File: src/common/bridge_pkg.sv
package bridge_pkg;

    // one serial byte
    typedef logic [7:0] byte_t;

    // bus address or data word
    typedef logic [15:0] word_t;

    // clock cycles per serial bit
    localparam int CLKS_PER_BAUD = 16;

    // baud counters must hold one and a half bit times
    localparam int BAUD_CNT_W = $clog2(2 * CLKS_PER_BAUD);

    typedef logic [BAUD_CNT_W-1:0] baud_cnt_t;

    // command and response framing characters
    localparam byte_t CHAR_READ = 8'h52;
    localparam byte_t CHAR_WRITE = 8'h57;
    localparam byte_t CHAR_DATA = 8'h44;
    localparam byte_t CHAR_CR = 8'h0D;
    localparam byte_t CHAR_LF = 8'h0A;

endpackage

File: src/common/capture_pkg.sv
package capture_pkg;

    // one probe sample
    typedef logic [7:0] sample_t;

    // index into the sample memory
    typedef logic [5:0] sample_addr_t;

    localparam int SAMPLE_DEPTH = 64;

    typedef enum logic [3:0] {
        IDLE = 4'd0,
        MOVE_TO_POSITION = 4'd1,
        IN_POSITION = 4'd2,
        CAPTURING = 4'd3,
        CAPTURED = 4'd4
    } capture_state_e;

    typedef enum logic [3:0] {
        DISABLE = 4'd0,
        RISING = 4'd1,
        FALLING = 4'd2,
        CHANGING = 4'd3,
        GT = 4'd4,
        LT = 4'd5,
        GEQ = 4'd6,
        LEQ = 4'd7,
        EQ = 4'd8,
        NEQ = 4'd9
    } trigger_op_e;

    // register map
    localparam logic [15:0] REG_STATE = 16'd0;
    localparam logic [15:0] REG_TRIG_OP = 16'd1;
    localparam logic [15:0] REG_TRIG_ARG = 16'd2;
    localparam logic [15:0] REG_TRIG_LOC = 16'd3;
    localparam logic [15:0] REG_START = 16'd4;
    localparam logic [15:0] REG_STOP = 16'd5;
    localparam logic [15:0] REG_READ_PTR = 16'd6;
    localparam logic [15:0] REG_WRITE_PTR = 16'd7;

    // samples sit at SAMPLE_BASE up to SAMPLE_BASE + SAMPLE_DEPTH - 1
    localparam logic [15:0] SAMPLE_BASE = 16'd16;

endpackage

File: src/common/bus_if.sv
`timescale 1ns/1ps

interface bus_if;
    import bridge_pkg::*;

    word_t addr;
    word_t data;
    // high for a write
    logic rw;
    // one-cycle strobe per transaction
    logic valid;

    modport source (output addr, output data, output rw, output valid);
    modport sink (input addr, input data, input rw, input valid);

endinterface

File: src/analyzer/analyzer_regs.sv
`timescale 1ns/1ps

module analyzer_regs (
    input  logic                         clk,
    input  logic                         reset_i,
    input  capture_pkg::sample_t         probe_i,
    input  capture_pkg::capture_state_e  state_i,
    input  capture_pkg::sample_addr_t    read_ptr_i,
    input  capture_pkg::sample_addr_t    write_ptr_i,
    output logic                         trig_o,
    output capture_pkg::sample_addr_t    trigger_loc_o,
    output logic                         start_pulse_o,
    output logic                         stop_pulse_o,
    bus_if.sink                          up,
    bus_if.source                        down
);
    import bridge_pkg::*;
    import capture_pkg::*;

    trigger_op_e trig_op;
    sample_t trig_arg;
    sample_t probe_prev;
    logic start_bit;
    logic stop_bit;
    logic start_prev;
    logic stop_prev;

    always_ff @(posedge clk) begin
        if (reset_i) begin
            trig_op <= DISABLE;
            trig_arg <= '0;
            trigger_loc_o <= '0;
            start_bit <= 1'b0;
            stop_bit <= 1'b0;
            start_prev <= 1'b0;
            stop_prev <= 1'b0;
            probe_prev <= '0;
            down.valid <= 1'b0;
        end else begin
            start_prev <= start_bit;
            stop_prev <= stop_bit;
            probe_prev <= probe_i;
            down.valid <= up.valid;
            if (up.valid && up.rw) begin
                case (up.addr)
                    REG_TRIG_OP: trig_op <= trigger_op_e'(up.data[3:0]);
                    REG_TRIG_ARG: trig_arg <= up.data[7:0];
                    REG_TRIG_LOC: trigger_loc_o <= up.data[5:0];
                    REG_START: start_bit <= up.data[0];
                    REG_STOP: stop_bit <= up.data[0];
                    default: ;
                endcase
            end
        end
    end

    // forward everything, answer reads of our own addresses
    always_ff @(posedge clk) begin
        down.addr <= up.addr;
        down.rw <= up.rw;
        down.data <= up.data;
        if (up.valid && !up.rw) begin
            case (up.addr)
                REG_STATE: down.data <= word_t'(state_i);
                REG_TRIG_OP: down.data <= word_t'(trig_op);
                REG_TRIG_ARG: down.data <= word_t'(trig_arg);
                REG_TRIG_LOC: down.data <= word_t'(trigger_loc_o);
                REG_START: down.data <= word_t'(start_bit);
                REG_STOP: down.data <= word_t'(stop_bit);
                REG_READ_PTR: down.data <= word_t'(read_ptr_i);
                REG_WRITE_PTR: down.data <= word_t'(write_ptr_i);
                default: ;
            endcase
        end
    end

    // only a 0 to 1 transition of the control bits acts
    assign start_pulse_o = start_bit && !start_prev;
    assign stop_pulse_o = stop_bit && !stop_prev;

    always_comb begin
        case (trig_op)
            RISING: trig_o = probe_i > probe_prev;
            FALLING: trig_o = probe_i < probe_prev;
            CHANGING: trig_o = probe_i != probe_prev;
            GT: trig_o = probe_i > trig_arg;
            LT: trig_o = probe_i < trig_arg;
            GEQ: trig_o = probe_i >= trig_arg;
            LEQ: trig_o = probe_i <= trig_arg;
            EQ: trig_o = probe_i == trig_arg;
            NEQ: trig_o = probe_i != trig_arg;
            default: trig_o = 1'b0;
        endcase
    end

endmodule

File: src/analyzer/capture_ctrl.sv
`timescale 1ns/1ps

module capture_ctrl (
    input  logic                         clk,
    input  logic                         reset_i,
    input  capture_pkg::sample_t         probe_i,
    input  logic                         trig_i,
    input  capture_pkg::sample_addr_t    trigger_loc_i,
    input  logic                         start_pulse_i,
    input  logic                         stop_pulse_i,
    output capture_pkg::capture_state_e  state_o,
    output capture_pkg::sample_addr_t    read_ptr_o,
    output capture_pkg::sample_addr_t    write_ptr_o,
    bus_if.sink                          up,
    bus_if.source                        down
);
    import bridge_pkg::*;
    import capture_pkg::*;

    sample_t sample_mem [SAMPLE_DEPTH];
    logic mem_we;
    sample_t rd_sample;

    // first pipeline stage of the bus
    word_t s1_addr;
    word_t s1_data;
    logic s1_rw;
    logic s1_valid;
    logic s1_hit;

    // capturing stops writing once the buffer is full
    assign mem_we = (state_o == MOVE_TO_POSITION) || (state_o == IN_POSITION)
                    || (state_o == CAPTURING && write_ptr_o != read_ptr_o);

    always_ff @(posedge clk) begin
        if (reset_i) begin
            state_o <= IDLE;
            read_ptr_o <= '0;
            write_ptr_o <= '0;
        end else begin
            case (state_o)
                IDLE: begin
                    read_ptr_o <= '0;
                    write_ptr_o <= '0;
                    if (start_pulse_i) begin
                        state_o <= MOVE_TO_POSITION;
                    end
                end
                MOVE_TO_POSITION: begin
                    write_ptr_o <= write_ptr_o + 1'b1;
                    if (write_ptr_o == trigger_loc_i) begin
                        state_o <= trig_i ? CAPTURING : IN_POSITION;
                    end
                end
                IN_POSITION: begin
                    // keep a fixed pre-trigger window sliding around the ring
                    write_ptr_o <= write_ptr_o + 1'b1;
                    read_ptr_o <= read_ptr_o + 1'b1;
                    if (trig_i) begin
                        state_o <= CAPTURING;
                    end
                end
                CAPTURING: begin
                    if (write_ptr_o == read_ptr_o) begin
                        state_o <= CAPTURED;
                    end else begin
                        write_ptr_o <= write_ptr_o + 1'b1;
                    end
                end
                default: ;
            endcase
            if (stop_pulse_i) begin
                state_o <= IDLE;
            end
        end
    end

    always_ff @(posedge clk) begin
        if (mem_we) begin
            sample_mem[write_ptr_o] <= probe_i;
        end
        rd_sample <= sample_mem[sample_addr_t'(up.addr - SAMPLE_BASE)];
    end

    always_ff @(posedge clk) begin
        if (reset_i) begin
            s1_valid <= 1'b0;
            down.valid <= 1'b0;
        end else begin
            s1_valid <= up.valid;
            down.valid <= s1_valid;
        end
    end

    always_ff @(posedge clk) begin
        s1_addr <= up.addr;
        s1_data <= up.data;
        s1_rw <= up.rw;
        s1_hit <= up.valid && !up.rw && up.addr >= SAMPLE_BASE
                  && up.addr < SAMPLE_BASE + SAMPLE_DEPTH;
        down.addr <= s1_addr;
        down.rw <= s1_rw;
        down.data <= s1_hit ? word_t'(rd_sample) : s1_data;
    end

endmodule

File: src/bridge/command_parser.sv
`timescale 1ns/1ps

module command_parser (
    input  logic               clk,
    input  logic               reset_i,
    input  bridge_pkg::byte_t  data_i,
    input  logic               valid_i,
    bus_if.source              bus
);
    import bridge_pkg::*;

    typedef enum logic [1:0] {IDLE, READ, WRITE} parser_state_e;

    parser_state_e state;
    logic [3:0] byte_cnt;
    logic [3:0] n_digits;
    logic [31:0] digits;
    logic [3:0] nibble;
    logic is_hex;
    logic is_term;
    logic at_term;

    // uppercase hex only
    always_comb begin
        is_hex = 1'b1;
        nibble = '0;
        if (data_i >= 8'h30 && data_i <= 8'h39) begin
            nibble = data_i[3:0];
        end else if (data_i >= 8'h41 && data_i <= 8'h46) begin
            nibble = data_i[3:0] + 4'd9;
        end else begin
            is_hex = 1'b0;
        end
    end

    assign is_term = (data_i == CHAR_CR) || (data_i == CHAR_LF);
    assign n_digits = (state == WRITE) ? 4'd8 : 4'd4;
    assign at_term = valid_i && (state != IDLE) && (byte_cnt == n_digits);

    always_ff @(posedge clk) begin
        if (reset_i) begin
            state <= IDLE;
            byte_cnt <= '0;
            bus.valid <= 1'b0;
        end else begin
            bus.valid <= 1'b0;
            if (valid_i) begin
                if (state == IDLE) begin
                    byte_cnt <= '0;
                    if (data_i == CHAR_READ) begin
                        state <= READ;
                    end else if (data_i == CHAR_WRITE) begin
                        state <= WRITE;
                    end
                end else if (byte_cnt < n_digits) begin
                    byte_cnt <= byte_cnt + 4'd1;
                    if (!is_hex) begin
                        state <= IDLE;
                    end
                end else begin
                    // anything but CR or LF here drops the command
                    state <= IDLE;
                    bus.valid <= is_term;
                end
            end
        end
    end

    always_ff @(posedge clk) begin
        if (valid_i && state != IDLE && byte_cnt < n_digits) begin
            digits <= {digits[27:0], nibble};
        end
        if (at_term) begin
            bus.rw <= (state == WRITE);
            bus.addr <= (state == WRITE) ? digits[31:16] : digits[15:0];
            bus.data <= (state == WRITE) ? digits[15:0] : '0;
        end
    end

endmodule

File: src/bridge/response_formatter.sv
`timescale 1ns/1ps

module response_formatter (
    input  logic               clk,
    input  logic               reset_i,
    bus_if.sink                bus,
    output bridge_pkg::byte_t  tx_data_o,
    output logic               tx_start_o,
    input  logic               tx_done_i
);
    import bridge_pkg::*;

    logic busy;
    word_t value;
    // D, four digits, CR, LF
    logic [2:0] byte_idx;
    logic new_read;

    function automatic byte_t hex_char(input logic [3:0] n);
        if (n < 4'd10) begin
            return 8'h30 + byte_t'(n);
        end
        return 8'h37 + byte_t'(n);
    endfunction

    assign new_read = bus.valid && !bus.rw;
    assign tx_start_o = busy;

    always_ff @(posedge clk) begin
        if (reset_i) begin
            busy <= 1'b0;
            byte_idx <= '0;
        end else if (!busy) begin
            byte_idx <= '0;
            busy <= new_read;
        end else if (tx_done_i) begin
            // transmitter took the current byte
            if (byte_idx == 3'd6) begin
                busy <= 1'b0;
                byte_idx <= '0;
            end else begin
                byte_idx <= byte_idx + 3'd1;
            end
        end
    end

    // reads arriving mid-response are dropped
    always_ff @(posedge clk) begin
        if (!busy && new_read) begin
            value <= bus.data;
        end
    end

    always_comb begin
        case (byte_idx)
            3'd0: tx_data_o = CHAR_DATA;
            3'd1: tx_data_o = hex_char(value[15:12]);
            3'd2: tx_data_o = hex_char(value[11:8]);
            3'd3: tx_data_o = hex_char(value[7:4]);
            3'd4: tx_data_o = hex_char(value[3:0]);
            3'd5: tx_data_o = CHAR_CR;
            default: tx_data_o = CHAR_LF;
        endcase
    end

endmodule

File: src/logic/la_top.sv
`timescale 1ns/1ps

module la_top (
    input  logic                  clk,
    input  logic                  reset_i,
    input  logic                  rx_i,
    output logic                  tx_o,
    input  capture_pkg::sample_t  probe_i
);
    import bridge_pkg::*;
    import capture_pkg::*;

    byte_t rx_data;
    logic rx_valid;
    byte_t tx_data;
    logic tx_start;
    logic tx_done;

    logic trig;
    sample_addr_t trigger_loc;
    logic start_pulse;
    logic stop_pulse;
    capture_state_e state;
    sample_addr_t read_ptr;
    sample_addr_t write_ptr;

    bus_if parser_bus ();
    bus_if regs_bus ();
    bus_if capture_bus ();

    uart_rx u_uart_rx (
        .clk     (clk),
        .reset_i (reset_i),
        .rx_i    (rx_i),
        .data_o  (rx_data),
        .valid_o (rx_valid)
    );

    command_parser u_command_parser (
        .clk     (clk),
        .reset_i (reset_i),
        .data_i  (rx_data),
        .valid_i (rx_valid),
        .bus     (parser_bus.source)
    );

    analyzer_regs u_analyzer_regs (
        .clk           (clk),
        .reset_i       (reset_i),
        .probe_i       (probe_i),
        .state_i       (state),
        .read_ptr_i    (read_ptr),
        .write_ptr_i   (write_ptr),
        .trig_o        (trig),
        .trigger_loc_o (trigger_loc),
        .start_pulse_o (start_pulse),
        .stop_pulse_o  (stop_pulse),
        .up            (parser_bus.sink),
        .down          (regs_bus.source)
    );

    capture_ctrl u_capture_ctrl (
        .clk           (clk),
        .reset_i       (reset_i),
        .probe_i       (probe_i),
        .trig_i        (trig),
        .trigger_loc_i (trigger_loc),
        .start_pulse_i (start_pulse),
        .stop_pulse_i  (stop_pulse),
        .state_o       (state),
        .read_ptr_o    (read_ptr),
        .write_ptr_o   (write_ptr),
        .up            (regs_bus.sink),
        .down          (capture_bus.source)
    );

    response_formatter u_response_formatter (
        .clk        (clk),
        .reset_i    (reset_i),
        .bus        (capture_bus.sink),
        .tx_data_o  (tx_data),
        .tx_start_o (tx_start),
        .tx_done_i  (tx_done)
    );

    uart_tx u_uart_tx (
        .clk     (clk),
        .reset_i (reset_i),
        .data_i  (tx_data),
        .start_i (tx_start),
        .done_o  (tx_done),
        .tx_o    (tx_o)
    );

endmodule

File: src/logic/uart_rx.sv
`timescale 1ns/1ps

module uart_rx (
    input  logic               clk,
    input  logic               reset_i,
    input  logic               rx_i,
    output bridge_pkg::byte_t  data_o,
    output logic               valid_o
);
    import bridge_pkg::*;

    logic rx_meta;
    logic rx_sync;
    // 0 is idle, 1 to 8 are data bits, 9 is the stop bit
    logic [3:0] bit_idx;
    baud_cnt_t baud_cnt;
    logic baud_zero;

    assign baud_zero = (baud_cnt == '0);

    // line idles high
    always_ff @(posedge clk) begin
        if (reset_i) begin
            rx_meta <= 1'b1;
            rx_sync <= 1'b1;
        end else begin
            rx_meta <= rx_i;
            rx_sync <= rx_meta;
        end
    end

    always_ff @(posedge clk) begin
        if (reset_i) begin
            bit_idx <= '0;
            baud_cnt <= '0;
            valid_o <= 1'b0;
        end else begin
            valid_o <= 1'b0;
            if (bit_idx == 4'd0) begin
                // skip the start bit and land in the middle of bit 0
                if (!rx_sync) begin
                    bit_idx <= 4'd1;
                    baud_cnt <= baud_cnt_t'(CLKS_PER_BAUD + CLKS_PER_BAUD / 2 - 1);
                end
            end else if (baud_zero) begin
                if (bit_idx == 4'd9) begin
                    bit_idx <= '0;
                    valid_o <= 1'b1;
                end else begin
                    bit_idx <= bit_idx + 4'd1;
                    baud_cnt <= baud_cnt_t'(CLKS_PER_BAUD - 1);
                end
            end else begin
                baud_cnt <= baud_cnt - 1'b1;
            end
        end
    end

    // lsb first, so shift in from the top
    always_ff @(posedge clk) begin
        if (baud_zero && bit_idx != 4'd0 && bit_idx != 4'd9) begin
            data_o <= {rx_sync, data_o[7:1]};
        end
    end

endmodule

File: src/logic/uart_tx.sv
`timescale 1ns/1ps

module uart_tx (
    input  logic               clk,
    input  logic               reset_i,
    input  bridge_pkg::byte_t  data_i,
    input  logic               start_i,
    output logic               done_o,
    output logic               tx_o
);
    import bridge_pkg::*;

    baud_cnt_t baud_cnt;
    // data bits followed by the stop bit
    logic [8:0] frame;
    logic [3:0] bit_idx;

    always_ff @(posedge clk) begin
        if (reset_i) begin
            done_o <= 1'b1;
            tx_o <= 1'b1;
            baud_cnt <= '0;
            bit_idx <= '0;
        end else if (start_i && done_o) begin
            // start bit
            baud_cnt <= baud_cnt_t'(CLKS_PER_BAUD - 1);
            bit_idx <= '0;
            done_o <= 1'b0;
            tx_o <= 1'b0;
        end else if (!done_o) begin
            baud_cnt <= baud_cnt - 1'b1;
            // done rises on the last stop-bit cycle so a waiting byte follows at once
            if (baud_cnt == baud_cnt_t'(1) && bit_idx == 4'd9) begin
                done_o <= 1'b1;
            end
            if (baud_cnt == '0) begin
                baud_cnt <= baud_cnt_t'(CLKS_PER_BAUD - 1);
                tx_o <= frame[bit_idx];
                bit_idx <= bit_idx + 4'd1;
            end
        end
    end

    always_ff @(posedge clk) begin
        if (start_i && done_o) begin
            frame <= {1'b1, data_i};
        end
    end

endmodule

File: config.mk
export PLATFORM = sky130hd
export DESIGN_NAME = la_top
export DESIGN_NICKNAME = d
export VERILOG_FILES = /design/src/common/bridge_pkg.sv /design/src/common/capture_pkg.sv /design/src/common/bus_if.sv /design/src/analyzer/analyzer_regs.sv /design/src/analyzer/capture_ctrl.sv /design/src/bridge/command_parser.sv /design/src/bridge/response_formatter.sv /design/src/logic/la_top.sv /design/src/logic/uart_rx.sv /design/src/logic/uart_tx.sv
export SDC_FILE = /design/constraint.sdc
export NUM_CORES = 1
export LEC_CHECK = 0
export BUFFER_PORTS_ARGS = -buffer_cell sky130_fd_sc_hd__buf_2
export CAP_MARGIN = 20
export CORE_MARGIN = 2
export CORE_UTILIZATION = 57
export CTS_BUF_LIST = sky130_fd_sc_hd__clkbuf_4 sky130_fd_sc_hd__clkbuf_8 sky130_fd_sc_hd__clkbuf_16
export DETAILED_ROUTE_END_ITERATION = 10
export GPL_TIMING_DRIVEN = 0
export PLACE_DENSITY = 0.76
export SYNTH_ARGS = -nofsm -noshare
export SYNTH_HDL_FRONTEND = slang
export SYNTH_SLANG_ARGS = --single-unit
File: constraint.sdc
create_clock -name clk -period 3.7 [get_ports clk]
set_input_delay 0.555 -clock clk [delete_from_list [all_inputs] [get_ports clk]]
set_output_delay 0.555 -clock clk [all_outputs]
set_load 0.03 [all_outputs]
==> results of run 1 <==
==> registers in the layout, summed over array words and instances (netlist names), 7 cells and up <==
register	cells
u_capture_ctrl.down.data	16
u_uart_tx.frame	7
u_capture_ctrl.sample_mem	512
u_analyzer_regs.probe_prev	8
u_command_parser.bus.addr	16
u_command_parser.digits	32
u_capture_ctrl.s1_data	16
u_analyzer_regs.down.data	16
u_analyzer_regs.down.addr	16
u_analyzer_regs.trig_arg	8
u_uart_rx.data_o	8
u_capture_ctrl.rd_sample	8
u_command_parser.bus.data	16
u_response_formatter.value	16
==> logic make-up after synthesis <==
group | count (synthesis) | synth area share (%)
XOR/XNOR | 30 | 0.875
multiplexers | 222 | 14.4
buffers and inverters | 137 | 1.77
adder cells (fa/ha/maj) | 42 | 1.75
AND/OR/NAND/NOR | 389 | 6.53
AO/OA/AOI/OAI | 154 | 3.33
flip-flops | 766 | 71.3
==> layout make-up <==
class,instances,share of cell area (%)
inverters,58,0.647
repair buffers,23,0.826
multi-input cells,837,24.1
plain buffers,79,0.930
clock buffers,103,6.42
flip-flops and latches,766,63.7
clock inverters,33,0.800
well taps,688,2.56
==> worst max-delay path, stage by stage, from the launching register on <==
cell and delay, ns:
dfxtp_1 0.48, clkbuf_1 0.58, clkbuf_1 0.81, mux4_2 0.43
mux4_2 0.54, a22oi_1 0.42, nand2_1 0.23
==> report_power, final <==
part	internal [mW]	switching, mW	leakage, nW	total [mW]
clock network	4.32	3.15	1.22	7.47
registers	9.30	0.0298	6.74	9.33
logic	0.102	0.240	3.14	0.342
==> stage by stage <==
stage / cells / cell area, um^2 / util, %
detailed placement: 2444 / 31100 / 59.3
CTS: 2580 / 33500 / 64.0
global placement: 2439 / 30900 / 59.1
floorplan: 1740 / 30000 / -
global route: 2587 / 33600 / 64.2
finish: 2587 / 33600 / 64.2
==> metal layers <==
layer	GRT usage (%)	vias to the layer above	part of all wire (%)
met5	0	-	0
met2	40.1	736	49
met4	11.0	0	4.2
met3	5.87	146	7.9
met1	31.6	8118	39
li1	-	6981	-
==> how the worst max path moves through the flow <==
stage | start | end | slack (ns) | depth (start not counted)
after CTS | u_capture_ctrl.state_o[0] | u_capture_ctrl.sample_mem[6][3] | 0.13 | 6
after detailed placement | u_capture_ctrl.state_o[0] | u_capture_ctrl.sample_mem[6][3] | 0.19 | 6
final | u_analyzer_regs.down.addr[1] | u_capture_ctrl.rd_sample[5] | 0.03 | 6
after global routing | u_capture_ctrl.write_ptr_o[0] | u_capture_ctrl.sample_mem[6][3] | -0.13 | 7
after global placement | u_command_parser.state[1] | u_command_parser.byte_cnt[1] | -0.88 | 9
after floorplan | u_command_parser.state[1] | u_command_parser.byte_cnt[1] | 0.10 | 9
==> synth_stat cells (all sizes together), types with 6 or more instances <==
master	count	area share (%)
edfxtp	608	61
mux4	165	12
dfxtp	158	11
nor2	155	1.9
inv	58	0.73
clkbuf	56	0.70
nand2	55	0.69
ha	42	1.8
o21ai	39	0.68
nor2b	38	0.79
a21oi	35	0.58
and2	31	0.65
mux2	29	1.1
mux2i	28	0.93
a22oi	25	0.63
buf	23	0.34
nand3	22	0.40
xnor2	16	0.47
xor2	14	0.41
nand4	13	0.27
a31oi	9	0.19
and3	9	0.19
nor3	9	0.15
nor4	9	0.24
or3	9	0.20
nand3b	8	0.20
or2	7	0.15
a21o	6	0.15
nor3b	6	0.15
==> flow_summary.ini, run 1 <==
[outcome]
outcome = completed

[detailed_routing]
dr.pass1.iters = 5
avgRoutedWirePerCell_um = 25.4
drc_errors = 0
final_antenna_net_count = 0
vias_per_cell = 6.18
num_vias = 15981
postRouteWirelength_um = 65800
drt_iter0_markers = 1698

[clock_network]
root_buffer = clkbuf_16
post-cts-setup-buffers = 0
worstSkewPairLatency_ns = 0.62
cts_buffers = 75
h-tree-depth = 3
cts.sinks = 766
cts_max_path_buffers = 3
cts_hold_buffers = 0
cts_resized = 0
cts_tree = yes
cts.clk_slew.worst_paths_ns = 0.06

[worst_setup_path]
rrSetupSlack_ns = 0.03
rr_endpoint = u_capture_ctrl.rd_sample[5]
cp.required_ns = 4.14
cp-end-kind = flop
arrival_ns = 4.12
worstSetupPathType = reg2reg
cp-start-kind = flop
r2r_cells = 6
worst-path-max-fanout = 10
reg2reg_from = u_analyzer_regs.down.addr[1]

[timing]
setup_slack_ns = 0.0273
tightest_slew_ns = 1.07
max_clock_freq_mhz = 272
slew-limit-headroom_pct = 28.6
slew_viol_final = 0
fin_crit_sh_pct = 99.3
fin_skew_ns = 0.0410
whs_ns = 0.122
fin_setup_tns_ns = 0
finalSetupViolCount = 0
hold_viol = 0
period_needed_ns = 3.67
rsz0062_at_grt = true

[run]
maxCapViolations = 0

[cells_and_area]
synthToLayoutAreaGrowth_pct = 12.0
num_antenna_cells = 0
finalNetCount = 1893
multi_input_area_um2 = 8110
mostFrequentLayoutCell = edfxtp_1
final_cell_mix = edfxtp_1 (608), mux4_2 (165), dfxtp_1 (158)
drive_gt1_share_pct = 20.1
seqCellArea_um2 = 21400
fillers = 3485

[hold_path]
hold_end = u_uart_rx.rx_meta
hold_class = in2reg
hold_path_startpoint = rx_i
worstHoldPathCells = 2

[placement]
place_hpwl_um = 41900
dp_slack_ns = 0.191
portBuffers = 11
gp_congestion = 0.885

[logic_synthesis]
ys.warnings.count = 0
synth_cell_types = 66
syn-num-nets = 1793
synth_edf_count = 608
ys.flop_type = edfxtp_1
synthArstFlopShare_pct = 0
synth_seq_cells = 766
syn_inst = 1740
synth_area_per_cell_um2 = 17.3
synth-seq-area-share_pct = 71.3
syn_area_um2 = 30000

[floorplanning]
die_width_um = 234
start_util_pct = 57.4
core_area_um2 = 52300
row_count = 84
dieArea_um2 = 54500
io_pins = 12
die-height_um = 234

[grt]
antenna_found_initial = 0
first_global_vias = 16091
grtUsageTotal_pct = 24.6
gr-total-overflow = 0
grt_pass1_wl_um = 97300
grt_max_degree = 68

[power_and_ir_drop]
p_per_area_nw_per_um2 = 510
finalPower_mw = 17.1
irDropWorstVdd_mv = 0.367
cellLeakagePower_nw = 11.1
No activity file was read; power rests on OpenSTA's default activity.
==> inputs of run 2 (changes only) <==
Settings changed: CTS_CLUSTER_SIZE set to 30, PLACE_DENSITY 0.76 to 0.74.
==> flow_summary.ini, run 2 (synthesized netlist as in run 1, its figures left out) <==
[detailed_routing]
vias_per_cell = 6.17
postRouteWirelength_um = 66000
drc_errors = 0
avgRoutedWirePerCell_um = 25.5
final_antenna_net_count = 0
drt_iter0_markers = 1950
dr.pass1.iters = 5
num_vias = 15960

[clock_network]
cts_hold_buffers = 0
h-tree-depth = 3
cts_buffers = 75
cts.sinks = 766
cts_max_path_buffers = 3
root_buffer = clkbuf_16
cts.clk_slew.worst_paths_ns = 0.06
worstSkewPairLatency_ns = 0.62
cts_tree = yes

[cells_and_area]
mostFrequentLayoutCell = edfxtp_1
final_cell_mix = edfxtp_1 (608), mux4_2 (165), dfxtp_1 (158)
top_regs = u_capture_ctrl.sample_mem (512), u_command_parser.digits (32)
final_cell_area_um2 = 33900
largest_reg_flops = 512
stdcell_count = 2587
num_antenna_cells = 0
synthToLayoutAreaGrowth_pct = 12.9
regMostFlops = u_capture_ctrl.sample_mem
finalNetCount = 1892
drive_gt1_share_pct = 20.3
fillers = 3507

[placement]
gp_congestion = 0.855
portBuffers = 11
dpl_cell_area_um2 = 31100
dpl.cell_count = 2444
place_hpwl_um = 42300

[floorplanning]
dieArea_um2 = 54500
die-height_um = 234
core_area_um2 = 52300
row_count = 84
start_util_pct = 57.4
io_pins = 12
die_width_um = 234

[grt]
grtUsageTotal_pct = 24.7
grt_pass1_wl_um = 97700
antenna_found_initial = 1
grt_max_degree = 68
first_global_vias = 15683
gr-total-overflow = 0

[worst_setup_path]
cp.required_ns = 3.95
arrival_ns = 3.96
cp-start-kind = flop
worstSetupPathType = reg2reg
worst-path-max-fanout = 8
cp-end-kind = flop

[timing]
hold_viol = 0
slew_viol_final = 0
fin_crit_sh_pct = 100
period_needed_ns = 3.71
slew-limit-headroom_pct = 27.7
rsz0062_at_grt = true
max_clock_freq_mhz = 270
finalSetupViolCount = 4
tightest_slew_ns = 1.08
setup_slack_ns = -0.00655
fin_skew_ns = 0.0366

[power_and_ir_drop]
cellLeakagePower_nw = 11.2
p_per_area_nw_per_um2 = 525
irDropWorstVdd_mv = 0.389

[outcome]
violations = negative setup slack
outcome = finished, violations left

[hold_path]
hold_class = in2reg

[run]
maxCapViolations = 0
run 2: area by class of cell:
| class | instances | area [um^2] | area share [%] |
|---|---|---|---|
| multi-input cells | 837 | 8110 | 23.9 |
| clock inverters | 39 | 497 | 1.47 |
| clock buffers | 98 | 2200 | 6.50 |
| well taps | 688 | 861 | 2.54 |
| flip-flops and latches | 766 | 21400 | 63.2 |
| plain buffers | 79 | 313 | 0.923 |
| inverters | 58 | 218 | 0.642 |
| repair buffers | 22 | 269 | 0.794 |
run 2: worst paths after layout:
| kind | from | end | slack, ns | cells past startpoint |
|---|---|---|---|---|
| worst max-delay path | u_capture_ctrl.write_ptr_o[3] | u_capture_ctrl.sample_mem[14][2] | -0.007 | 7 |
| worst min-delay path | rx_i | u_uart_rx.rx_meta | 0.11 | 2 |
| worst max register to register | u_capture_ctrl.write_ptr_o[3] | u_capture_ctrl.sample_mem[14][2] | -0.007 | 7 |
| worst min register to register | u_analyzer_regs.down.data[11] | u_capture_ctrl.s1_data[11] | 0.32 | 0 |
run 2: power breakdown:
group / switching (mW) / total (mW) / internal [mW] / leakage (nW)
clock: 3.26 / 8.13 / 4.87 / 1.35
combinational: 0.239 / 0.339 / 0.100 / 3.13
sequential: 0.0284 / 9.33 / 9.30 / 6.74
total: 3.53 / 17.8 / 14.3 / 11.2
run 2: stage by stage:
| stage | hold slack (ns) | util (%) | total power, mW | worst slack (ns) | TNS, ns |
|---|---|---|---|---|---|
| after floorplan | 0.310 | - | 9.66 | 0.101 | 0 |
| after global placement | 0.312 | 59.1 | 9.81 | -0.963 | -44.56 |
| after detailed placement | 0.313 | 59.3 | 9.84 | 0.134 | 0 |
| after CTS | 0.0790 | 64.5 | 17.9 | 0.0490 | 0 |
| after global routing | 0.115 | 64.8 | 18.2 | -0.109 | -2.71 |
| final | 0.113 | 64.8 | 17.8 | -0.00655 | -0.0256 |
run 2: layer usage:
metal | GRT usage [%] | vias to the layer above | wire length [um]
met4 | 8.27 | 0 | 1940
li1 | - | 6984 | -
met3 | 4.70 | 125 | 5220
met1 | 34.2 | 8147 | 26700
met5 | 0 | - | 0
met2 | 39.9 | 704 | 32200
run 2: timing repair:
item                       4_1_cts  5_1_grt
setup endpoints to repair        0       76
resized for setup                0        8
setup buffers                    0        0
run 2: worst max-delay path, stage by stage, from the launching register on:
cell      delay [ns]
dfxtp_1         0.30
clkbuf_1        0.36
xor2_1          0.19
nor2_1          0.08
nand4_1         0.14
nor3b_1         0.68
nand3_1         0.69
nor2_1          0.89
